`src/copy_pkg.sv`:
```
// Copy subsystem shared types
package copy_pkg;

    localparam int ADDR_W     = 16;
    localparam int DATA_W     = 32;
    localparam int LEN_W      = 8;
    localparam int STRB_W     = DATA_W / 8;
    localparam int SRAM_WORDS = 256;
    localparam int SRAM_IDX_W = $clog2(SRAM_WORDS);
    localparam int FIFO_DEPTH = 4;
    localparam int FIFO_PTR_W = $clog2(FIFO_DEPTH);
    localparam int FIFO_CNT_W = $clog2(FIFO_DEPTH + 1);

    typedef logic [ADDR_W-1:0] addr_t;
    typedef logic [DATA_W-1:0] data_t;
    typedef logic [STRB_W-1:0] strb_t;
    typedef logic [LEN_W-1:0]  len_t;
    typedef logic [1:0]        resp_t;

    // SRAM window in the byte address map
    localparam addr_t SRAM_BASE  = 16'h1000;
    localparam addr_t SRAM_BYTES = addr_t'(SRAM_WORDS * STRB_W);

    localparam resp_t RESP_OKAY   = 2'b00;
    localparam resp_t RESP_DECERR = 2'b11;

    typedef struct packed {
        addr_t src;
        addr_t dst;
        len_t  len;
    } copy_cmd_t;

    typedef struct packed {
        data_t data;
        logic  err;
    } fifo_item_t;

    // Manager to subordinate
    typedef struct packed {
        logic  aw_valid;
        addr_t aw_addr;
        logic  w_valid;
        data_t w_data;
        strb_t w_strb;
        logic  b_ready;
        logic  ar_valid;
        addr_t ar_addr;
        logic  r_ready;
    } axil_req_t;

    // Subordinate to manager
    typedef struct packed {
        logic  aw_ready;
        logic  w_ready;
        logic  b_valid;
        resp_t b_resp;
        logic  ar_ready;
        logic  r_valid;
        data_t r_data;
        resp_t r_resp;
    } axil_rsp_t;

endpackage

```
`src/copy_fifo.sv`:
```
// Read data buffer between reader and writer
`timescale 1ns/10ps

module copy_fifo (
    input  logic                 clk,
    input  logic                 rst_n,
    input  logic                 push,
    input  copy_pkg::fifo_item_t push_item,
    input  logic                 pop,
    output copy_pkg::fifo_item_t pop_item,
    output logic                 empty,
    output logic                 space,
    input  logic                 rd_pending
);

    copy_pkg::fifo_item_t                mem [copy_pkg::FIFO_DEPTH];
    logic [copy_pkg::FIFO_PTR_W-1:0]     wr_ptr;
    logic [copy_pkg::FIFO_PTR_W-1:0]     rd_ptr;
    logic [copy_pkg::FIFO_CNT_W-1:0]     count;

    assign pop_item = mem[rd_ptr];
    assign empty    = (count == '0);

    // A read in flight owns one slot already
    assign space = (count + copy_pkg::FIFO_CNT_W'(rd_pending))
                   < copy_pkg::FIFO_CNT_W'(copy_pkg::FIFO_DEPTH);

    always_ff @(posedge clk) begin
        if (push) begin
            mem[wr_ptr] <= push_item;
        end
    end

    // Pointers wrap on their own, depth is a power of two
    always_ff @(posedge clk or negedge rst_n) begin
        if (!rst_n) begin
            wr_ptr <= '0;
            rd_ptr <= '0;
            count  <= '0;
        end else begin
            if (push) begin
                wr_ptr <= wr_ptr + 1'b1;
            end
            if (pop) begin
                rd_ptr <= rd_ptr + 1'b1;
            end
            case ({push, pop})
                2'b10:   count <= count + 1'b1;
                2'b01:   count <= count - 1'b1;
                default: count <= count;
            endcase
        end
    end

endmodule

```
`config.mk`:
```
export PLATFORM = sky130hd
export DESIGN_NAME = copy_fifo
export DESIGN_NICKNAME = d
export VERILOG_FILES = /design/src/copy_pkg.sv /design/src/copy_fifo.sv
export SDC_FILE = /design/constraint.sdc
export NUM_CORES = 1
export LEC_CHECK = 0
export ABC_AREA = 1
export ABC_CLOCK_PERIOD_IN_PS = 1680
export BUFFER_PORTS_ARGS = -buffer_cell sky130_fd_sc_hd__buf_2
export CAP_MARGIN = 20
export CORE_MARGIN = 2
export CORE_UTILIZATION = 52
export CTS_CLUSTER_DIAMETER = 60
export DETAILED_ROUTE_END_ITERATION = 6
export PLACE_DENSITY = 0.78
export SYNTH_ARGS = -nofsm -noshare
export SYNTH_HDL_FRONTEND = slang
export SYNTH_SLANG_ARGS = --single-unit
```
`constraint.sdc`:
```
create_clock -name clk -period 1.68 [get_ports clk]
set_input_delay 0.336 -clock clk [delete_from_list [all_inputs] [get_ports clk]]
set_output_delay 0.336 -clock clk [all_outputs]
set_load 0.05 [all_outputs]
```
==> impl_metrics.yaml, run 1 <==
outcome:
  outcome: "finished with violations"
  violations: "negative setup slack"
worst_setup_path:
  cpPeakStageDelay_ns: 0.50
  r2r_slack_ns: 0.08
  worstPathMaxFanout: 21
  r2r.worst_path.cells: 9
  rr_startpoint: "count[1]$_DFFE_PN0P_"
  r2r_end: "count[2]$_DFFE_PN0P_"
  path_buf_inv: 3
  end_kind: "output port"
  required_ns: 1.34
  cp_top_family: "flip-flops"
  crit_path_start_kind: "flip-flop"
  crit_type: "reg -> out"
  worstPathArrival_ns: 1.80
  slowest_stage: "dfrtp_4"
  path_cells: "buf_4, buf_12, o211ai_1, nand2_2, buf_6"
global_routing:
  grt_pass1_wl_um: 17620
  grt_pass1_vias: 3572
  grt_antenna_before_repair: 0
  grt_max_degree: 27
  overflow: 0
  grt_usage: 0.2018
synth:
  yosysSeqAreaShare: 0.7073
  ys_seq_elements: 139
  syn_area_um2: 5852
  muxShareOfSynthArea: 0
  netlist_instances: 435
  synth_compound_area_frac: 0.1146
  synth-simple-area-share: 0.07419
  synth_fa_ha_area_frac: 0.01411
  synth_top_family_by_area: "compound AO/OA/AOI/OAI gates"
  synth_cell_type_count: 20
  syn_area_per_cell_um2: 13.45
  yosys_warnings: 0
  synthXorXnorAreaFrac: 0.007483
  syn_nets: 479
hold_path:
  min_path_type: "in -> reg"
  hp-start: "push_item[10]"
  hold_depth: 1
  min_to: "mem[1][10]$_DFFE_PP_"
sta:
  finalSetupViolations: 35
  hold_viol: 0
  tns_ns: -13.89
  slew_headroom: 0.7173
  fin_skew_ns: 0.007906
  timing.final.ws_setup_ns: -0.4582
  holdWs_ns: 0.02619
  fin_crit_ns: 2.138
  min_period_over_period: 1.273
  finalMaxSlewViolations: 0
  rsz0062_at_grt: "true"
  max_freq_mhz: 467.7
  worstMarginPinSlew_ns: 0.4240
clocking:
  clock_path_buffers: 2
  clk_pin_slew_ns: 0.06
  clk_latency_ns: 0.52
  cts_root_buffer: "clkbuf_8"
  cts_tree: "built"
  h-tree-depth: 4
  numClockSinks: 139
  cts_buffers: 17
die:
  die_y_um: 110.1
  io_pins: 73
  initial_core_util: 0.5375
  die_area_um2: 12120
  die_x_um: 110.1
  core_um2: 10890
  rows: 38
place:
  dp_hpwl_um: 6767
  placement.io_buffers: 72
  gp_congestion: 0.7051
cells_and_area:
  nets: 578
  final_common_cell: "edfxtp_1"
  drive_gt1_frac: 0.3181
  layout_common_cells: "edfxtp_1, nand2_1, inv_1"
  diodes: 0
  fillers: 755
  synthToLayoutAreaGrowth_pct: 27.43
flow_run:
  maxCapViolCount: 0
route:
  drtIter0Drc: 191
  viasPerCell: 5.211
  via_count: 3580
  wl_per_cell_um: 16.88
  finalWirelength_um: 11600
  drt_pass1_iterations: 4
  antenna_left: 0
  drc: 0
pwr:
  leakage_nw: 3.060
  vdd_ir_drop_max_v: 0.001491
  power.density_nw_per_um2: 2192
[worst register-to-register path, delay by kind of cell (launching register included)]
kind / cells / cell delay (ns)
buffers and inverters: 4 / 0.36
AND/OR/NAND/NOR: 4 / 0.34
adder cells (fa/ha/maj): 1 / 0.40
flip-flops: 1 / 0.39
[per-stage QoR]
stage	std cells	worst slack [ns]	cell area (µm²)	power [mW]	util
after floorplan	435	0.09069	5872	9.842	-
after global placement	641	0.07811	6460	11.26	0.5933
after detailed placement	641	0.009656	6460	11.42	0.5933
after CTS	682	-0.4781	7353	16.15	0.6754
after global routing	687	-0.5348	7457	17.12	0.6849
final	687	-0.4582	7457	16.34	0.6849
[cell type report]
class	count	area (µm²)	share of cell area
clock buffers	21	429.2	0.05755
clock inverters	11	125.1	0.01678
inverters	80	317.8	0.04262
multi-input cells	193	1255	0.1683
flip-flops and latches	139	4143	0.5555
well taps	140	175.2	0.02349
repair buffers	103	1012	0.1357
[sequential cells by signal, indices dropped and copies added (netlist names)]
register / count
mem: 132
rd_ptr: 2
count: 3
wr_ptr: 2
[what timing repair did]
action / CTS / global route
cloned: 2 / 2
setup endpoints to repair: 35 / 35
buffers inserted: 6 / 3
hold buffers: 1 / 0
hold endpoints to repair: 7 / 0
pin swaps: 14 / 23
resized for setup: 77 / 8
[kinds of logic after synthesis]
group / Yosys count
fa+ha+maj: 6
xor+xnor: 5
simple gates: 114
flops: 139
compound gates: 68
buf+inv: 103
[worst max-delay path by stage]
stage	startpoint	end	depth (start not counted)
4_1_cts	rd_ptr[0]$_DFFE_PN0P_	pop_item[20]	5
3_5_place_dp	rd_ptr[0]$_DFFE_PN0P_	pop_item[15]	5
3_3_place_gp	rd_ptr[0]$_DFFE_PN0P_	pop_item[3]	5
6_report	rd_ptr[0]$_DFFE_PN0P_	pop_item[20]	5
5_1_grt	rd_ptr[0]$_DFFE_PN0P_	pop_item[9]	5
2_1_floorplan	count[0]$_DFFE_PN0P_	space	2
[where the power goes]
part	switching (mW)	internal (mW)
Clock	1.36	2.11
Sequential	0.261	4.56
Combinational	5.09	2.97
Total	6.71	9.64
[layer usage]
layer  part of all wire  up-vias  GRT usage
li1                   -     1699          -
met1               0.41     1760     0.2365
met2               0.53      100     0.3475
met3              0.048       21    0.06584
met4              0.016        0    0.07324
met5                  0        -          0
[cells in the mapped netlist (all sizes together)]
cell,number,area share
nor3,1,0.00085
nand2,110,0.071
buf,22,0.030
dfrtp,7,0.030
xor2,4,0.0060
o21ai,2,0.0017
xnor2,1,0.0015
clkbuf,1,0.00064
ha,5,0.011
inv,80,0.052
edfxtp,132,0.68
nand3,2,0.0017
nand4,1,0.0011
fa,1,0.0034
o211ai,66,0.11
No activity file was read; power rests on OpenSTA's default activity.
==> inputs of run 2 (changes only) <==
ABC_CLOCK_PERIOD_IN_PS = 2300   (was 1680)
CORE_UTILIZATION = 55   (was 52)
clock period = 2.3 ns   (was 1.68 ns; I/O delays follow)
==> impl_metrics.yaml, run 2 (synthesis results as in run 1) <==
outcome:
  outcome: "finished clean"
worst_setup_path:
  crit_path_start_kind: "flip-flop"
  worstPathMaxFanout: 34
  slowest_stage: "dfrtp_1"
  rr_startpoint: "wr_ptr[0]$_DFFE_PN0P_"
  r2r.worst_path.cells: 5
  crit_type: "reg -> out"
  cpPeakStageDelay_ns: 0.44
  path_cells: "bufinv_16, o211ai_2, nand2_1, buf_2"
  required_ns: 1.84
  r2r_slack_ns: 0.41
  r2r_end: "mem[0][11]$_DFFE_PP_"
  worstPathArrival_ns: 1.80
  end_kind: "output port"
cells_and_area:
  largest_reg_flops: 132
  synthToLayoutAreaGrowth_pct: 19.76
  regMostFlops: "mem"
  drive_gt1_frac: 0.2750
  final_common_cell: "edfxtp_1"
  layout_common_cells: "edfxtp_1, nand2_1, inv_1"
  design_area_um2: 7008
  nets: 562
  top_regs: "mem (132), count (3)"
  diodes: 0
route:
  drtIter0Drc: 162
  finalWirelength_um: 10670
  drt_pass1_iterations: 4
  drc: 0
  via_count: 3402
  viasPerCell: 5.100
  wl_per_cell_um: 16.00
  antenna_left: 0
place:
  placed_area_um2: 6367
  placement.io_buffers: 72
  dp_hpwl_um: 6468
  gp_congestion: 0.7065
die:
  io_pins: 73
  initial_core_util: 0.5668
  rows: 37
  die_y_um: 107.2
  die_x_um: 107.2
  core_um2: 10320
  die_area_um2: 11480
global_routing:
  overflow: 0
  grt_antenna_before_repair: 0
  grt_pass1_wl_um: 16670
  grt_pass1_vias: 3404
  grt_usage: 0.1946
  grt_max_degree: 35
clocking:
  clk_latency_ns: 0.51
  cts_root_buffer: "clkbuf_8"
  clk_pin_slew_ns: 0.06
  cts_buffers: 17
  h-tree-depth: 4
  cts_tree: "built"
  numClockSinks: 139
  clock_path_buffers: 2
hold_path:
  min_path_type: "in -> reg"
  hp-start: "push_item[22]"
  min_to: "mem[2][22]$_DFFE_PP_"
  hold_depth: 1
flow_run:
  maxCapViolCount: 0
sta:
  finalSetupViolations: 0
  max_freq_mhz: 442.7
  fin_crit_ns: 2.259
  hold_viol: 0
  slew_headroom: 0.5991
  finalMaxSlewViolations: 0
  min_period_over_period: 0.9821
  tns_ns: 0
  fin_skew_ns: 0.008266
  rsz0062_at_grt: "true"
  worstMarginPinSlew_ns: 0.5977
pwr:
  leakage_nw: 2.895
  vdd_ir_drop_max_v: 0.0009522
  power.density_nw_per_um2: 1536
  p_total_mw: 10.76
==> run 2: layout make-up <==
class / count / area [µm²]
Fill cell: 710 / 3316
Clock buffer: 19 / 421.7
Sequential cell: 139 / 4143
Tap cell: 136 / 170.2
Multi-Input combinational cell: 193 / 1231
Inverter: 80 / 326.6
Timing Repair Buffer: 87 / 614.3
Clock inverter: 13 / 101.3
==> run 2: worst max-delay path by stage <==
| stage | from | to | slack [ns] | cells after the start |
|---|---|---|---|---|
| after floorplan | count[0]$_DFFE_PN0P_ | empty | 0.34 | 1 |
| after global placement | rd_ptr[0]$_DFFE_PN0P_ | pop_item[12] | 0.47 | 4 |
| after detailed placement | wr_ptr[0]$_DFFE_PN0P_ | mem[0][26]$_DFFE_PP_ | 0.41 | 5 |
| after CTS | rd_ptr[0]$_DFFE_PN0P_ | pop_item[12] | 0.003 | 5 |
| after global routing | rd_ptr[0]$_DFFE_PN0P_ | pop_item[9] | -0.03 | 4 |
| final | rd_ptr[1]$_DFFE_PN0P_ | pop_item[24] | 0.04 | 4 |
==> run 2: power breakdown <==
group / switching, mW / internal [mW] / total [mW]
sequential: 0.221 / 3.33 / 3.55
combinational: 3.39 / 1.42 / 4.82
clock: 0.970 / 1.42 / 2.39
==> run 2: what timing repair did <==
item,CTS,global route
pin swaps,0,4
gates resized for setup,6,33
hold buffers,1,0
endpoints found under the setup margin,33,26
hold endpoints to repair,7,0
buffers inserted,1,0
gates cloned,0,0
==> run 2: layer usage <==
layer,global-route usage,up-vias,wire length [µm]
met2,0.3440,73,5700
met3,0.04742,11,371
met5,0,-,0
met1,0.2354,1654,4503
met4,0.06030,0,99
li1,-,1664,-
==> run 2: worst max-delay path, delay by kind of cell, from the launching register on <==
family / cells / cell delay (ns)
and+or+nand+nor: 1 / 0.08
DFF: 1 / 0.44
AOI/OAI and AO/OA: 1 / 0.12
buffers and inverters: 2 / 0.61
==> run 2: metrics by stage <==
step | hold WS, ns | utilization | setup WS [ns] | cells
after floorplan | 0.1644 | - | 0.3420 | 435
after global placement | 0.3131 | 0.6168 | 0.4691 | 633
after CTS | 0.1453 | 0.6706 | 0.003063 | 667
final | 0.1687 | 0.6788 | 0.04107 | 667
after detailed placement | 0.3147 | 0.6168 | 0.4108 | 633
after global routing | 0.1455 | 0.6788 | -0.02843 | 667
