File: src/copy_pkg.sv
// Copy subsystem shared types
package copy_pkg;

    localparam int ADDR_W     = 16;
    localparam int DATA_W     = 32;
    localparam int LEN_W      = 8;
    localparam int STRB_W     = DATA_W / 8;
    localparam int SRAM_WORDS = 256;
    localparam int SRAM_IDX_W = $clog2(SRAM_WORDS);
    localparam int FIFO_DEPTH = 4;
    localparam int FIFO_PTR_W = $clog2(FIFO_DEPTH);
    localparam int FIFO_CNT_W = $clog2(FIFO_DEPTH + 1);

    typedef logic [ADDR_W-1:0] addr_t;
    typedef logic [DATA_W-1:0] data_t;
    typedef logic [STRB_W-1:0] strb_t;
    typedef logic [LEN_W-1:0]  len_t;
    typedef logic [1:0]        resp_t;

    // SRAM window in the byte address map
    localparam addr_t SRAM_BASE  = 16'h1000;
    localparam addr_t SRAM_BYTES = addr_t'(SRAM_WORDS * STRB_W);

    localparam resp_t RESP_OKAY   = 2'b00;
    localparam resp_t RESP_DECERR = 2'b11;

    typedef struct packed {
        addr_t src;
        addr_t dst;
        len_t  len;
    } copy_cmd_t;

    typedef struct packed {
        data_t data;
        logic  err;
    } fifo_item_t;

    // Manager to subordinate
    typedef struct packed {
        logic  aw_valid;
        addr_t aw_addr;
        logic  w_valid;
        data_t w_data;
        strb_t w_strb;
        logic  b_ready;
        logic  ar_valid;
        addr_t ar_addr;
        logic  r_ready;
    } axil_req_t;

    // Subordinate to manager
    typedef struct packed {
        logic  aw_ready;
        logic  w_ready;
        logic  b_valid;
        resp_t b_resp;
        logic  ar_ready;
        logic  r_valid;
        data_t r_data;
        resp_t r_resp;
    } axil_rsp_t;

endpackage

File: src/copy_reader.sv
// Copy engine source reader
`timescale 1ns/10ps

module copy_reader (
    input  logic                 clk,
    input  logic                 rst_n,
    input  logic                 start,
    input  copy_pkg::copy_cmd_t  cmd,
    output logic                 busy,
    output copy_pkg::axil_req_t  rd_req,
    input  copy_pkg::axil_rsp_t  rd_rsp,
    output logic                 push,
    output copy_pkg::fifo_item_t push_item,
    input  logic                 fifo_space
);

    typedef enum logic [1:0] {
        IDLE,
        ADDR,
        WAIT
    } state_t;

    state_t          state;
    copy_pkg::addr_t src;
    copy_pkg::len_t  remain;
    logic            ar_valid_q;
    logic            last;

    assign last = (remain == copy_pkg::len_t'(1));
    assign busy = (state != IDLE);
    assign push = (state == WAIT) && rd_rsp.r_valid;

    // Any non-OKAY read marks the word as bad
    assign push_item = '{
        data: rd_rsp.r_data,
        err:  (rd_rsp.r_resp != copy_pkg::RESP_OKAY)
    };

    always_comb begin
        rd_req          = '0;
        rd_req.ar_valid = ar_valid_q;
        rd_req.ar_addr  = src;
        rd_req.r_ready  = (state == WAIT);
    end

    always_ff @(posedge clk or negedge rst_n) begin
        if (!rst_n) begin
            state      <= IDLE;
            src        <= '0;
            remain     <= '0;
            ar_valid_q <= 1'b0;
        end else begin
            case (state)
                IDLE: begin
                    if (start && cmd.len != '0) begin
                        src        <= cmd.src;
                        remain     <= cmd.len;
                        ar_valid_q <= fifo_space;
                        state      <= ADDR;
                    end
                end
                ADDR: begin
                    // Valid stays up once raised, until AR completes
                    if (ar_valid_q && rd_rsp.ar_ready) begin
                        ar_valid_q <= 1'b0;
                        state      <= WAIT;
                    end else if (fifo_space) begin
                        ar_valid_q <= 1'b1;
                    end
                end
                WAIT: begin
                    if (rd_rsp.r_valid) begin
                        src    <= src + copy_pkg::addr_t'(copy_pkg::STRB_W);
                        remain <= remain - copy_pkg::len_t'(1);
                        if (last) begin
                            state <= IDLE;
                        end else begin
                            // Space already counts the word arriving now
                            ar_valid_q <= fifo_space;
                            state      <= ADDR;
                        end
                    end
                end
                default: state <= IDLE;
            endcase
        end
    end

endmodule

File: config.mk
export PLATFORM = sky130hd
export DESIGN_NAME = copy_reader
export DESIGN_NICKNAME = d
export VERILOG_FILES = /design/src/copy_pkg.sv /design/src/copy_reader.sv
export SDC_FILE = /design/constraint.sdc
export NUM_CORES = 1
export LEC_CHECK = 0
export ABC_AREA = 1
export BUFFER_PORTS_ARGS = -buffer_cell sky130_fd_sc_hd__buf_2
export CORE_ASPECT_RATIO = 0.75
export CORE_MARGIN = 5
export CORE_UTILIZATION = 42
export DETAILED_ROUTE_END_ITERATION = 10
export PLACE_DENSITY = 0.8
export SYNTH_ARGS = -nofsm -noshare
export SYNTH_HDL_FRONTEND = slang
export SYNTH_SLANG_ARGS = --single-unit
File: constraint.sdc
create_clock -name clk -period 2 [get_ports clk]
set_clock_uncertainty 0.1 [all_clocks]
set_input_delay 0.3 -clock clk [delete_from_list [all_inputs] [get_ports clk]]
set_output_delay 0.3 -clock clk [all_outputs]
set_load 0.005 [all_outputs]
==> results.toml, run 1 <==
[status]
status = "finished clean"

[sta]
relSlewSlack_pct = 57.4
rsz0062_at_grt = "false"
setup_viol = 0
fmax_mhz = 553
hold_viol_final = 0
holdWs_ns = 0.185
slew_violations = 0
min_period_over_period_pct = 90.4
worstMarginPinSlew_ns = 0.639
final.min_clock_period_ns = 1.81
setup_slack_ns = 0.193
tns_ns = 0

[clock_tree]
clk_pin_slew_ns = 0.10
cts-resized-gates = 0
cts.htree.levels = 1
worstSkewPairLatency_ns = 0.28
post-cts-setup-buffer-count = 0
cts-root-buf = "clkbuf_8"
clk_path_buf_depth = 2
cts.sinks = 27
ctsHoldBuffers = 1
cts_tree = "yes"
cts-buffers-inserted = 3

[global_routing]
grt_pass1_vias = 2041
gr-total-overflow = 0
grt_pass1_wl_um = 9060
antenna_found_initial = 0
grtUsageTotal_pct = 13.7
grt_max_degree = 28

[die]
die_area_sq_um = 8070
num_rows = 25
die_w_um = 102
io_pins = 193
dieHeight_um = 79.1
initial_core_util_pct = 42.7
core_area_sq_um = 6260

[detailed_routing]
drc = 0
drtIter0Drc = 119
via_count = 2199
drt-total-wl_um = 5690
viasPerCell = 4.49
post_drt_wl_per_cell_um = 11.6
drtAntennaViolNets = 0
dr.pass1.iters = 4

[layout]
nets = 503
area.growth.synth_to_final_pct = -2.86
instances_no_fill = 490
diodes = 0
design_area_sq_um = 2590
drive_above_1_share_pct = 21.0

[critical_path]
crit_chain = "inv_1 > ha_1 > nor2_2 > inv_2 > nand3_4 > nand2_1 > o21ai_1"
cp.arrival_ns = 1.90
worstPathRequired_ns = 2.09
crit_path_max_fanout = 26
crit_type = "reg2reg"
slowest_stage = "dfrtp_1"
cp_slowest_stage_delay_ns = 0.44
crit_path_start_kind = "flop"
end_kind = "flop"

[synth]
ys_types = 29
ys.warnings.count = 0
syn_inst = 390
ys_top_cells_by_count = "nand2_1 (128), buf_4 (88), nand3_1 (36), dfrtp_1 (27), inv_1 (22)"
synth-main-ff-cell = "dfrtp_1"
ys_seq_elements = 27
syn_area_sq_um = 2670
async_reset_ff_share_pct = 100
yosysSeqAreaShare_pct = 25.3
synth_edf_count = 0
syn_area_per_cell_sq_um = 6.85
synthTopCellsByArea = "dfrtp_1 (25%), buf_4 (25%), nand2_1 (18%)"
yosys.cell_count.top_type = "nand2_1"
yosysTopAreaCell = "dfrtp_1"
synth_top_area_share_pct = 25.3

[place]
portBuffers = 52
gp_congestion = 0.831
place_ws_ns = 0.217
post_dp_cell_area_sq_um = 2540
dp_hpwl_um = 4420
placed_cells = 485

[power_and_ir_drop]
p_leak_nw = 1.51
ir_drop_v = 0.000517
p_per_area_nw_per_um2 = 1360

[run]
maxCapViolations = 0

[hold_path]
hold_class = "in2reg"
## cells in the final DEF, fill, tap and decap left out
cell type,n
buf_2,52
clkbuf_1,1
nand3_4,1
nand3_1,36
buf_4,3
mux2i_1,2
nand2_2,11
nor2_1,16
nor3_1,1
dlygate4sd3_1,1
nor2_2,5
a21o_1,2
ha_1,8
nand2_1,128
dfrtp_1,27
or2_2,5
o21ai_1,2
o21ai_0,12
a21boi_0,1
clkbuf_8,3
o21bai_1,1
conb_1,55
nand2_4,1
inv_2,3
o21ai_2,1
nor2_8,1
nand4_1,4
a21oi_1,4
inv_1,22
## cell families after synthesis
kind of cell | share of synthesized area, %
compound gates | 4.82
fa+ha+maj | 3.75
buf+inv | 30.4
flops | 25.3
mux | 0.749
other cells | 0.140
simple gates | 34.8
## flip-flops by register name, indices dropped and copies added (netlist names)
| signal | cells |
|---|---|
| ar_valid_q | 1 |
| state | 2 |
| remain | 8 |
| src | 16 |
## path summary, 6_finish.rpt
| kind | from | end | slack, ns | depth (start not counted) |
|---|---|---|---|---|
| worst max register to register | state[0] | remain[3] | 0.19 | 7 |
| max in group asynchronous | rst_n | src[8] | 0.90 | 2 |
| min in group asynchronous | rst_n | src[10] | 0.47 | 2 |
| worst min-delay path | cmd[24] | src[0] | 0.19 | 3 |
| worst max-delay path | state[0] | remain[3] | 0.19 | 7 |
| worst min register to register | ar_valid_q | ar_valid_q | 0.40 | 2 |
## per-stage QoR
| stage | total power, mW | utilization [%] |
|---|---|---|
| 5_1_grt | 3.92 | 41.5 |
| 3_3_place_gp | 3.13 | 40.6 |
| 3_5_place_dp | 3.23 | 40.6 |
| 2_1_floorplan | 2.84 | - |
| 6_report | 3.52 | 41.5 |
| 4_1_cts | 3.55 | 41.5 |
## per-layer routing
metal / track usage, % / wire length (um) / vias up
met3: 4.30 / 489 / 2
li1: - / - / 1116
met4: 2.49 / 25 / 0
met2: 22.2 / 2620 / 82
met5: 0 / 0 / -
met1: 18.0 / 2560 / 999
## where the power goes
group | switching [mW] | internal [mW] | leakage (nW)
combinational | 1.29 | 0.767 | 1.15
clock | 0.173 | 0.143 | 0.0228
sequential | 0.323 | 0.825 | 0.334
total | 1.79 | 1.73 | 1.51
## cell type report
class | instances | area, sq um
fillers | 669 | 3660
multi-input cells | 297 | 1390
flip-flops and latches | 27 | 676
repair buffers | 56 | 293
well taps | 81 | 101
inverters | 25 | 93.8
clock buffers | 4 | 45.0
## critical path, delay by kind of cell, from the launching register on
kind            cells  cell delay (ns)
compound gates      1             0.08
simple gates        3             0.62
fa+ha+maj           1             0.29
flops               1             0.44
buf+inv             2             0.17
Power figures use the tool's default switching activity.
==> run 2: changes to the inputs <==
==> constraint.sdc (replaced) <==
create_clock -name clk -period 1.7 [get_ports clk]
set_clock_uncertainty 0.1 [all_clocks]
set_input_delay 0.255 -clock clk [delete_from_list [all_inputs] [get_ports clk]]
set_output_delay 0.255 -clock clk [all_outputs]
set_load 0.005 [all_outputs]
==> results.toml, run 2 (synthesis results as in run 1) <==
[status]
status = "finished clean"

[clock_tree]
cts.sinks = 27
cts_tree = "yes"
cts-root-buf = "clkbuf_8"
worstSkewPairLatency_ns = 0.28
clk_pin_slew_ns = 0.10
clk_path_buf_depth = 2
cts.htree.levels = 1
cts-buffers-inserted = 3

[global_routing]
grt_pass1_wl_um = 9390
antenna_found_initial = 0
grtUsageTotal_pct = 14.1
grt_max_degree = 28
grt_pass1_vias = 2126
gr-total-overflow = 0

[detailed_routing]
drc = 0
drtIter0Drc = 118
dr.pass1.iters = 4
viasPerCell = 4.50
drt-total-wl_um = 5940
drtAntennaViolNets = 0
post_drt_wl_per_cell_um = 11.8
via_count = 2262

[die]
dieHeight_um = 79.1
num_rows = 25
io_pins = 193
core_area_sq_um = 6260
initial_core_util_pct = 42.7
die_area_sq_um = 8070
die_w_um = 102

[sta]
final.min_clock_period_ns = 1.70
setup_slack_ns = 0.000398
hold_viol_final = 0
slew_violations = 0
holdWs_ns = 0.134
relSlewSlack_pct = 57.2
worstMarginPinSlew_ns = 0.642
min_period_over_period_pct = 100
rsz0062_at_grt = "true"
setup_viol = 0
fmax_mhz = 588

[place]
place_ws_ns = 0.0241
gp_congestion = 0.846
dp_hpwl_um = 4470
portBuffers = 52

[critical_path]
crit_path_max_fanout = 4
slowest_stage = "dfrtp_1"
crit_type = "reg2out"
end_kind = "output pin"
cp.arrival_ns = 1.34
worstPathRequired_ns = 1.34
crit_top_cell = "inv_1"
crit_chain = "inv_1 > ha_4 > buf_4 > inv_1 > buf_2"
crit_path_start_kind = "flop"
cp_slowest_stage_delay_ns = 0.42

[layout]
layout_commonest_cell = "nand2_1"
top_register = "src"
reg_top3 = "src (16), remain (8), state (2)"
area.growth.synth_to_final_pct = 3.89
nets = 515
final_cell_mix = "nand2_1 (127), conb_1 (55), buf_2 (52), nand3_1 (36), dfrtp_1 (27)"
n_fill_cell = 669
largest_reg_flops = 16
drive_above_1_share_pct = 24.7

[power_and_ir_drop]
power.total_mw = 4.65
ir_drop_v = 0.000631
p_leak_nw = 1.58
p_per_area_nw_per_um2 = 1670

[hold_path]
hold_class = "in2reg"

[run]
maxCapViolations = 0
-- run 2: cell types whose count changed in the layout (fill, tap and decap cells not counted), sizes merged --
cell | before | now
buf | 55 | 67
diode | 0 | 1
-- run 2: repair_timing --
action / CTS / global route
resized for setup: 2 / 15
pin swaps: 0 / 2
hold endpoints to repair: 27 / 0
setup buffers: 0 / 8
hold buffers: 1 / 0
setup endpoints to repair: 5 / 20
-- run 2: worst paths after layout --
| check | startpoint | end | slack [ns] | cells past startpoint |
|---|---|---|---|---|
| worst max-delay path | state[1] | busy | 0.0004 | 5 |
| worst min-delay path | cmd[25] | src[1] | 0.13 | 3 |
| worst max register to register | state[1] | src[15] | 0.05 | 10 |
| worst min register to register | src[1] | src[1] | 0.40 | 2 |
| max in group asynchronous | rst_n | src[8] | 0.65 | 2 |
| min in group asynchronous | rst_n | src[5] | 0.43 | 2 |
-- run 2: where the power goes --
group | total (mW) | switching, mW | leakage [nW] | internal, mW
Sequential | 1.32 | 0.353 | 0.334 | 0.971
Combinational | 2.95 | 1.68 | 1.23 | 1.27
Clock | 0.376 | 0.208 | 0.0228 | 0.168
-- run 2: metrics by stage --
stage | cells | TNS [ns] | instance area (sq um) | utilization, %
after floorplan | 444 | 0 | 2870 | -
after global placement | 489 | 0 | 2590 | 41.5
after detailed placement | 489 | 0 | 2590 | 41.5
after CTS | 494 | -0.0156 | 2660 | 42.4
after global routing | 502 | -0.157 | 2770 | 44.3
final | 503 | 0 | 2780 | 44.4
-- run 2: layout make-up --
cell class | instances | area (sq um) | share of cell area, %
multi-input combinational | 297 | 1420 | 51.3
sequential | 27 | 676 | 24.3
timing repair buffer | 68 | 430 | 15.5
tap | 81 | 101 | 3.65
inverter | 25 | 96.3 | 3.47
clock buffer | 4 | 45.0 | 1.62
antenna | 1 | 2.50 | 0.0902
-- run 2: metal layers --
metal | vias to the layer above | track usage, % | wire length [um]
li1 | 1139 | - | -
met1 | 1034 | 18.0 | 2560
met2 | 87 | 23.1 | 2790
met3 | 2 | 5.71 | 581
met4 | 0 | 1.57 | 14
met5 | - | 0 | 0
-- run 2: worst max-delay path: cells and delay by family (launching register included) --
family / cells / cell delay (ns)
buf+inv: 4 / 0.45
flops: 1 / 0.42
fa+ha+maj: 1 / 0.19
