### src/copy_pkg.sv
// Copy subsystem shared types
package copy_pkg;

    localparam int ADDR_W     = 16;
    localparam int DATA_W     = 32;
    localparam int LEN_W      = 8;
    localparam int STRB_W     = DATA_W / 8;
    localparam int SRAM_WORDS = 256;
    localparam int SRAM_IDX_W = $clog2(SRAM_WORDS);
    localparam int FIFO_DEPTH = 4;
    localparam int FIFO_PTR_W = $clog2(FIFO_DEPTH);
    localparam int FIFO_CNT_W = $clog2(FIFO_DEPTH + 1);

    typedef logic [ADDR_W-1:0] addr_t;
    typedef logic [DATA_W-1:0] data_t;
    typedef logic [STRB_W-1:0] strb_t;
    typedef logic [LEN_W-1:0]  len_t;
    typedef logic [1:0]        resp_t;

    // SRAM window in the byte address map
    localparam addr_t SRAM_BASE  = 16'h1000;
    localparam addr_t SRAM_BYTES = addr_t'(SRAM_WORDS * STRB_W);

    localparam resp_t RESP_OKAY   = 2'b00;
    localparam resp_t RESP_DECERR = 2'b11;

    typedef struct packed {
        addr_t src;
        addr_t dst;
        len_t  len;
    } copy_cmd_t;

    typedef struct packed {
        data_t data;
        logic  err;
    } fifo_item_t;

    // Manager to subordinate
    typedef struct packed {
        logic  aw_valid;
        addr_t aw_addr;
        logic  w_valid;
        data_t w_data;
        strb_t w_strb;
        logic  b_ready;
        logic  ar_valid;
        addr_t ar_addr;
        logic  r_ready;
    } axil_req_t;

    // Subordinate to manager
    typedef struct packed {
        logic  aw_ready;
        logic  w_ready;
        logic  b_valid;
        resp_t b_resp;
        logic  ar_ready;
        logic  r_valid;
        data_t r_data;
        resp_t r_resp;
    } axil_rsp_t;

endpackage

### src/axil_window_decode.sv
// Host and engine access to the SRAM window
`timescale 1ns/10ps

module axil_window_decode (
    input  logic                clk,
    input  logic                rst_n,
    input  copy_pkg::axil_req_t host_req,
    output copy_pkg::axil_rsp_t host_rsp,
    input  copy_pkg::axil_req_t eng_req,
    output copy_pkg::axil_rsp_t eng_rsp,
    output copy_pkg::axil_req_t mem_req,
    input  copy_pkg::axil_rsp_t mem_rsp
);

    // Grant state per channel, owner and miss held until the response
    logic                rd_busy, rd_host, rd_miss;
    logic                wr_busy, wr_host, wr_miss;
    logic                rd_sel_host, wr_sel_host;
    copy_pkg::axil_req_t rd_sel, wr_sel;
    logic                ar_hit, aw_hit;
    logic                ar_go, aw_go;
    logic                ar_acc, aw_acc;
    logic                r_valid, b_valid;
    copy_pkg::data_t     r_data;
    copy_pkg::resp_t     r_resp, b_resp;

    function automatic logic in_window(copy_pkg::addr_t addr);
        copy_pkg::addr_t off;
        off = addr - copy_pkg::SRAM_BASE;
        return off < copy_pkg::SRAM_BYTES;
    endfunction

    // Host wins an idle channel
    assign rd_sel_host = rd_busy ? rd_host : host_req.ar_valid;
    assign wr_sel_host = wr_busy ? wr_host : host_req.aw_valid;
    assign rd_sel      = rd_sel_host ? host_req : eng_req;
    assign wr_sel      = wr_sel_host ? host_req : eng_req;

    assign ar_hit = in_window(rd_sel.ar_addr);
    assign aw_hit = in_window(wr_sel.aw_addr);
    assign ar_go  = !rd_busy && rd_sel.ar_valid;
    assign aw_go  = !wr_busy && wr_sel.aw_valid && wr_sel.w_valid;

    always_comb begin
        mem_req          = '0;
        mem_req.ar_valid = ar_go && ar_hit;
        mem_req.ar_addr  = rd_sel.ar_addr - copy_pkg::SRAM_BASE;
        mem_req.r_ready  = rd_busy && !rd_miss && rd_sel.r_ready;
        mem_req.aw_valid = aw_go && aw_hit;
        mem_req.aw_addr  = wr_sel.aw_addr - copy_pkg::SRAM_BASE;
        mem_req.w_valid  = aw_go && aw_hit;
        mem_req.w_data   = wr_sel.w_data;
        mem_req.w_strb   = wr_sel.w_strb;
        mem_req.b_ready  = wr_busy && !wr_miss && wr_sel.b_ready;
    end

    // Misses are taken at once and answered by the decoder
    assign ar_acc  = ar_go && (!ar_hit || mem_rsp.ar_ready);
    assign aw_acc  = aw_go && (!aw_hit || mem_rsp.aw_ready);
    assign r_valid = rd_busy && (rd_miss || mem_rsp.r_valid);
    assign b_valid = wr_busy && (wr_miss || mem_rsp.b_valid);
    assign r_data  = rd_miss ? '0 : mem_rsp.r_data;
    assign r_resp  = rd_miss ? copy_pkg::RESP_DECERR : mem_rsp.r_resp;
    assign b_resp  = wr_miss ? copy_pkg::RESP_DECERR : mem_rsp.b_resp;

    assign host_rsp = '{
        aw_ready: wr_sel_host && aw_acc,
        w_ready:  wr_sel_host && aw_acc,
        b_valid:  wr_sel_host && b_valid,
        b_resp:   b_resp,
        ar_ready: rd_sel_host && ar_acc,
        r_valid:  rd_sel_host && r_valid,
        r_data:   r_data,
        r_resp:   r_resp
    };

    assign eng_rsp = '{
        aw_ready: !wr_sel_host && aw_acc,
        w_ready:  !wr_sel_host && aw_acc,
        b_valid:  !wr_sel_host && b_valid,
        b_resp:   b_resp,
        ar_ready: !rd_sel_host && ar_acc,
        r_valid:  !rd_sel_host && r_valid,
        r_data:   r_data,
        r_resp:   r_resp
    };

    always_ff @(posedge clk or negedge rst_n) begin
        if (!rst_n) begin
            rd_busy <= 1'b0;
            rd_host <= 1'b0;
            rd_miss <= 1'b0;
            wr_busy <= 1'b0;
            wr_host <= 1'b0;
            wr_miss <= 1'b0;
        end else begin
            if (ar_acc) begin
                rd_busy <= 1'b1;
                rd_host <= rd_sel_host;
                rd_miss <= !ar_hit;
            end else if (r_valid && rd_sel.r_ready) begin
                rd_busy <= 1'b0;
            end
            if (aw_acc) begin
                wr_busy <= 1'b1;
                wr_host <= wr_sel_host;
                wr_miss <= !aw_hit;
            end else if (b_valid && wr_sel.b_ready) begin
                wr_busy <= 1'b0;
            end
        end
    end

endmodule

### config.mk
export PLATFORM = sky130hd
export DESIGN_NAME = axil_window_decode
export DESIGN_NICKNAME = d
export VERILOG_FILES = /design/src/copy_pkg.sv /design/src/axil_window_decode.sv
export SDC_FILE = /design/constraint.sdc
export NUM_CORES = 1
export LEC_CHECK = 0
export BUFFER_PORTS_ARGS = -buffer_cell sky130_fd_sc_hd__buf_2
export CORE_AREA = 2 2 135 137
export CTS_BUF_LIST = sky130_fd_sc_hd__clkbuf_16
export CTS_CLUSTER_DIAMETER = 40
export DETAILED_ROUTE_END_ITERATION = 12
export DIE_AREA = 0 0 137 139
export PLACE_DENSITY_LB_ADDON = 0.15
export SLEW_MARGIN = 15
export SYNTH_ARGS = -nofsm -noshare
export SYNTH_HDL_FRONTEND = slang
export SYNTH_SLANG_ARGS = --single-unit
### constraint.sdc
create_clock -name clk -period 5.47 [get_ports clk]
set_input_delay 0 -clock clk [delete_from_list [all_inputs] [get_ports clk]]
set_output_delay 0 -clock clk [all_outputs]
set_load 0.05 [all_outputs]
==> impl_metrics.tcl, run 1 <==
set metrics [dict create \
    synthTopCellsByArea "nand2_1 28%, buf_4 15%, nor2b_1 10%, dfrtp_1 7.5%, mux2_2 6.7%" \
    die_x_um 137 \
    dr.pass1.iters 4 \
    layout.cells.non_filler 860 \
    place_hpwl_um 9290 \
    min_path_cells 3 \
    yosys_warnings 0 \
    grt_first_pass_wirelength_um 15100 \
    num_io_pins 344 \
    r2r_setup_slack_ns 2.54 \
    place.gp.congestion 0.752 \
    drt-vias-per-instance 3.61 \
    layout-drive-gt1-share 0.585 \
    synth_cell_types 36 \
    syn_inst 338 \
    cp.depth 9 \
    synth_seq_cells 6 \
    start_util 0.114 \
    end_kind "primary output" \
    cts_resized 0 \
    rsz0062_at_grt "false" \
    slew_headroom 0.475 \
    hold_violations 0 \
    period_share 0.569 \
    antenna_found_initial 0 \
    layout.nets 828 \
    antenna_left 0 \
    rr_endpoint "wr_host" \
    drc 0 \
    grt_usage 0.0992 \
    finalClockSkew_ns 0.000252 \
    crit_chain "mux2i_4, nand2_1, nand2_1, inv_1, ha_1, xnor2_1, or3_1, nor2_1, buf_2" \
    finalCriticalPeriod_ns 3.11 \
    synth_seq_area_share 0.0747 \
    path_class "flop to primary output" \
    fmax_mhz 321 \
    numPortBuffers 342 \
    pwr-share-comb 0.917 \
    cp_slowest_stage_delay_ns 0.73 \
    p_total_mw 2.69 \
    power.density_mw_per_mm2 714 \
    areaGrowthSynthToFinish_pct 87.7 \
    drt_iter0_markers 94 \
    cts.sinks 6 \
    worstMarginPinSlew_ns 0.771 \
    reg2regPathDepth 8 \
    synth_top_area_cell "nand2_1" \
    cts_tree "built" \
    cp_top_family "simple AND/OR/NAND/NOR gates" \
    n_antenna_cell 0 \
    slew_viol_final 0 \
    power.switching_mw 1.99 \
    crit_path_frequent_cell "nand2_1" \
    synth.net_count 533 \
    synth_most_common_cell "nand2_1" \
    cts_buffer_depth 2 \
    p_clk_frac 0.045 \
    cap_viol_max_count 0 \
    sw_frac_of_total 0.741 \
    async_flop_share 1.00 \
    cts-root-buf "clkbuf_16" \
    cp-start-kind "flop" \
    synth_ff_type "dfrtp_1" \
    crit_fanout 25 \
    syn_area_mm2 0.00201 \
    vdd_drop_max_uv 220 \
    grt_pass1_vias 2959 \
    status "finished clean" \
    die_area_mm2 0.0190 \
    vias 3105 \
    cts_buffers 3 \
    cp_data_arrival_time_ns 3.11 \
    regToRegStartpoint "wr_busy" \
    p_leak_nw 2.36 \
    path_clk_slew_ns 0.04 \
    cp.buffers_inverters 2 \
    rows 49 \
    slowest_stage "mux2i_4" \
    overflow 0 \
    synth_top_area_frac 0.282 \
    htree_levels 1 \
    cp.required_ns 5.47 \
    place_inst 856 \
    die_y_um 139 \
    hp-class "input port to flop" \
    setup_viol 0 \
    p_int_mw 0.698 \
    seqPwrFrac 0.039 \
    synth_edf_count 0 \
    hold-path-endpoint "rd_host" \
    n_fill_cell 2078 \
    setup_tns_ns 0 \
    cts_setup_buffers 0 \
    avgSynthCellArea_um2 5.95 \
    routed_wl_um 10600 \
    synth_common_cells "151 x nand2_1, 39 x buf_4, 32 x nor2b_1, 12 x mux2_2, 11 x mux2i_1" \
    clk-insertion-delay-late_ns 0.23 \
    wire_per_inst_um 12.4 \
    coreArea_mm2 0.0177 \
    timing.hold.worst.start "host_req[17]" \
    grt_max_degree 57 \
]
through the flow:
| stage | utilization | hold WS [ns] | setup slack, ns | area [um2] |
|---|---|---|---|---|
| finish | 0.214 | 0.0873 | 2.36 | 3770 |
| CTS | 0.214 | 0.0810 | 2.24 | 3770 |
| global placement | 0.209 | -0.132 | 2.47 | 3690 |
| global route | 0.214 | 0.0967 | 2.09 | 3770 |
| detailed placement | 0.209 | -0.133 | 2.50 | 3690 |
| floorplan | - | -0.296 | 1.35 | 2010 |
worst max-delay path by stage:
stage                  from           to  slack, ns
CTS                 wr_busy  mem_req[55]       2.24
global route        wr_busy  mem_req[72]       2.09
global placement    wr_busy      wr_host       2.47
floorplan           rd_host  mem_req[17]       1.35
finish              wr_busy  mem_req[55]       2.36
detailed placement  wr_busy      wr_host       2.50
per-layer routing:
layer  up-vias  share of wire  track usage
li1       1627              -            -
met5         -              0            0
met1      1301           0.38        0.108
met2       171           0.52        0.196
met3         6          0.094       0.0197
met4         0          0.010       0.0168
logic make-up after synthesis:
kind of cell	count (synthesis)	synth area share
fa+ha+maj	6	0.0374
compound gates	20	0.0791
buf+inv	62	0.190
mux	25	0.135
flops	6	0.0747
simple gates	217	0.475
xor+xnor	2	0.00872
power by group through the flow:
stage	clock (mW)	sequential [mW]	combinational [mW]
after detailed placement	0	0.105	2.48
after global routing	0.128	0.108	2.61
after global placement	0	0.105	2.51
final	0.120	0.104	2.47
after floorplan	0	0.0886	2.03
after CTS	0.125	0.105	2.49
flip-flops by register name, summed over array words and instances (netlist names):
name     flops
rd_host      1
rd_busy      1
wr_miss      1
wr_busy      1
rd_miss      1
wr_host      1
cell usage in the layout (no fill, tap or decap), drive strengths merged, types with 2 or more instances in the layout:
cell type  count
buf          345
nor2          10
dfrtp          6
or2            5
or3            2
nor4           3
ha             6
clkbuf         3
nor3           7
nor2b         32
nand2        151
mux2          14
mux2i         11
o31a           3
inv            6
o21ai          8
nor3b          3
xnor2          2
worst register-to-register path: cells and delay by family (launching register included):
| kind | cells | cell delay, ns |
|---|---|---|
| simple gates | 2 | 0.25 |
| mux | 2 | 1.09 |
| buf+inv | 1 | 0.06 |
| compound gates | 1 | 0.51 |
| flops | 1 | 0.50 |
| fa+ha+maj | 1 | 0.20 |
| xor+xnor | 1 | 0.19 |
final cells by class:
cell class                 count  area (um2)  share of cell area
sequential                     6         150              0.0398
timing repair buffer         346        1740               0.462
multi-input combinational    270        1490               0.396
inverter                       6        22.5             0.00597
tap                          229         287              0.0760
clock buffer                   3        75.1              0.0199
what timing repair did:
| action | CTS | global route |
|---|---|---|
| hold endpoints to repair | 6 | 0 |
| setup endpoints to repair | 0 | 0 |
| hold buffers | 1 | 0 |
No activity file was read; power rests on OpenSTA's default activity.
==> inputs of run 2 (changes only) <==
Settings changed: ABC_AREA set to 1, CORE_AREA 2 2 135 137 to 2 2 134 136, DIE_AREA 0 0 137 139 to 0 0 136 138.
Clock period 5.47 ns to 2.9 ns, I/O delays scaled along.
==> run 2 against run 1 <==
Against the previous run: synthesized cell count up 37%; clock skew about the same; critical path depth did not move; non-clock buffer count up 1; utilization is 1.7 points higher; register-to-register slack worse by 1.7 ns; highest routed layer unchanged.
==> impl_metrics.tcl, run 2 <==
set metrics [dict create \
    fmax_mhz 419 \
    p_leak_nw 2.90 \
    slowest_stage "dfrtp_1" \
    cp_data_arrival_time_ns 2.39 \
    crit_fanout 47 \
    cp.buffers_inverters 4 \
    slew_headroom 0.673 \
    cts_buffer_depth 2 \
    antenna_found_initial 0 \
    syn_inst 462 \
    routed_wl_um 10300 \
    end_kind "primary output" \
    coreArea_mm2 0.0175 \
    crit_chain "inv_2, nand2_2, nand2_2, buf_4, o21ai_0, inv_1, nand2_2, nor2_2, buf_2" \
    die_y_um 138 \
    avgSynthCellArea_um2 4.99 \
    status "finished clean" \
    cts_setup_buffers 0 \
    cp.required_ns 2.90 \
    place_hpwl_um 9030 \
    crit_path_start "wr_busy" \
    synth_top_area_frac 0.332 \
    dr.pass1.iters 4 \
    p_int_mw 1.29 \
    overflow 0 \
    seqPwrFrac 0.035 \
    layout_commonest_cell "buf_2" \
    cp-start-kind "flop" \
    synth_seq_area_share 0.0651 \
    synth.net_count 657 \
    cts_tree "built" \
    drt_iter0_markers 69 \
    grt_first_pass_wirelength_um 14900 \
    die_x_um 136 \
    layout_common_cells "342 x buf_2, 204 x nand2_1, 76 x inv_1" \
    regToRegStartpoint "rd_busy" \
    cts-root-buf "clkbuf_16" \
    setup_viol 0 \
    vias 3505 \
    pwr-share-comb 0.924 \
    power.density_mw_per_mm2 1300 \
    die_area_mm2 0.0188 \
    worstMarginPinSlew_ns 0.490 \
    grt_max_degree 48 \
    synth_ff_type "dfrtp_1" \
    crit_path_frequent_cell "nand2_2" \
    hold_violations 0 \
    period_share 0.823 \
    async_flop_share 1.00 \
    antenna_left 0 \
    setup_ws_ns 0.514 \
    place.gp.congestion 0.724 \
    sw_frac_of_total 0.754 \
    synth_common_cells "204 x nand2_1, 76 x inv_1, 44 x nor2_1, 39 x buf_4, 18 x nand2_2" \
    cp_slowest_stage_delay_ns 0.44 \
    hp-class "input port to flop" \
    dp_worst_setup_slack_ns 0.698 \
    synth_top_area_cell "nand2_1" \
    path_clk_slew_ns 0.03 \
    cts_buffers 3 \
    timing.hold.worst.start "mem_rsp[40]" \
    n_antenna_cell 0 \
    synth_most_common_cell "nand2_1" \
    num_io_pins 344 \
    syn_area_mm2 0.00230 \
    r2r_setup_slack_ns 0.85 \
    p_clk_frac 0.042 \
    path_class "flop to primary output" \
    rsz0062_at_grt "false" \
    cts.sinks 6 \
    layout.nets 953 \
    synth_seq_cells 6 \
    finalClockSkew_ns 0.000163 \
    setup_tns_ns 0 \
    synthTopCellsByArea "nand2_1 33%, buf_4 13%, inv_1 12%, nor2_1 7.2%, dfrtp_1 6.5%" \
    drt-vias-per-instance 3.56 \
    wire_per_inst_um 10.5 \
    areaGrowthSynthToFinish_pct 75.7 \
    start_util 0.131 \
    drc 0 \
    power.switching_mw 3.96 \
    synth_edf_count 0 \
    rows 49 \
    grt_pass1_vias 3103 \
    layout-drive-gt1-share 0.519 \
    yosys_warnings 0 \
    htree_levels 1 \
    clk-insertion-delay-late_ns 0.23 \
    synth_cell_types 27 \
    grt_usage 0.0977 \
    cap_viol_max_count 0 \
    cp_top_family "buffers and inverters" \
    finalCriticalPeriod_ns 2.39 \
    vdd_drop_max_uv 414 \
    slew_viol_final 0 \
    numPortBuffers 342 \
]
## run 2: changes by cell type after synthesis, moves of 4 or more
cell and delta:
nand2_2 +18, buf_2 +6, nand3_2 +7, nand3_1 +15, nor2_1 +34, buf_1 -5, mux2_2 -12, mux2i_1 -9
nor3_1 -4, nor2b_1 -32, inv_1 +70, nand2_1 +53
## run 2: worst paths after layout
check,depth (start not counted),end
setup / recovery,9,eng_rsp[39]
hold / removal,4,wr_miss
setup reg to reg,13,rd_host
hold reg to reg,2,rd_host
max in group asynchronous,2,wr_busy
min in group asynchronous,2,rd_miss
## run 2: layout make-up
cell class | instances | area [um2]
Fill cell | 2055 | 13500
Timing Repair Buffer | 347 | 1750
Multi-Input combinational cell | 321 | 1490
Clock buffer | 3 | 75.1
Tap cell | 229 | 287
Sequential cell | 6 | 150
Inverter | 79 | 297
## run 2: kinds of logic (layout without fill, tap and decap cells)
kind of cell / count (synthesis) / count (layout) / synth area share
fa+ha+maj: 6 / 6 / 0.0326
buf+inv: 135 / 429 / 0.291
compound gates: 9 / 9 / 0.0239
flops: 6 / 6 / 0.0651
simple gates: 304 / 304 / 0.579
mux: 2 / 2 / 0.00869
## run 2: power by group through the flow
| stage | Sequential [mW] | Clock [mW] | Combinational, mW |
|---|---|---|---|
| floorplan | 0.154 | 0 | 4.02 |
| global placement | 0.189 | 0 | 4.95 |
| detailed placement | 0.188 | 0 | 4.91 |
| CTS | 0.188 | 0.223 | 4.92 |
| global route | 0.193 | 0.229 | 5.19 |
| finish | 0.183 | 0.219 | 4.85 |
## run 2: what timing repair did
item / 4_1_cts / 5_1_grt
hold buffers: 1 / 0
gates resized for setup: 0 / 0
hold endpoints to repair: 6 / 0
## run 2: metrics by stage
stage / std cells / power, mW / area [um2] / util / hold slack (ns)
after floorplan: 462 / 4.17 / 2310 / - / -0.296
after global placement: 981 / 5.14 / 3960 / 0.226 / -0.161
after detailed placement: 981 / 5.10 / 3960 / 0.226 / -0.162
after CTS: 985 / 5.33 / 4050 / 0.231 / 0.0772
after global routing: 985 / 5.61 / 4050 / 0.231 / 0.115
final: 985 / 5.25 / 4050 / 0.231 / 0.0753
## run 2: worst min-delay path, delay by kind of cell
family                 cells  cell delay (ns)
AND/OR/NAND/NOR            3             0.16
buffers and inverters      1             0.08
## run 2: metal layers
layer,up-vias,GRT usage,routed length [um]
met4,0,0.0110,60
met1,1418,0.0990,3830
met3,4,0.0264,1220
met5,-,0,0
li1,1888,-,-
met2,195,0.199,5240
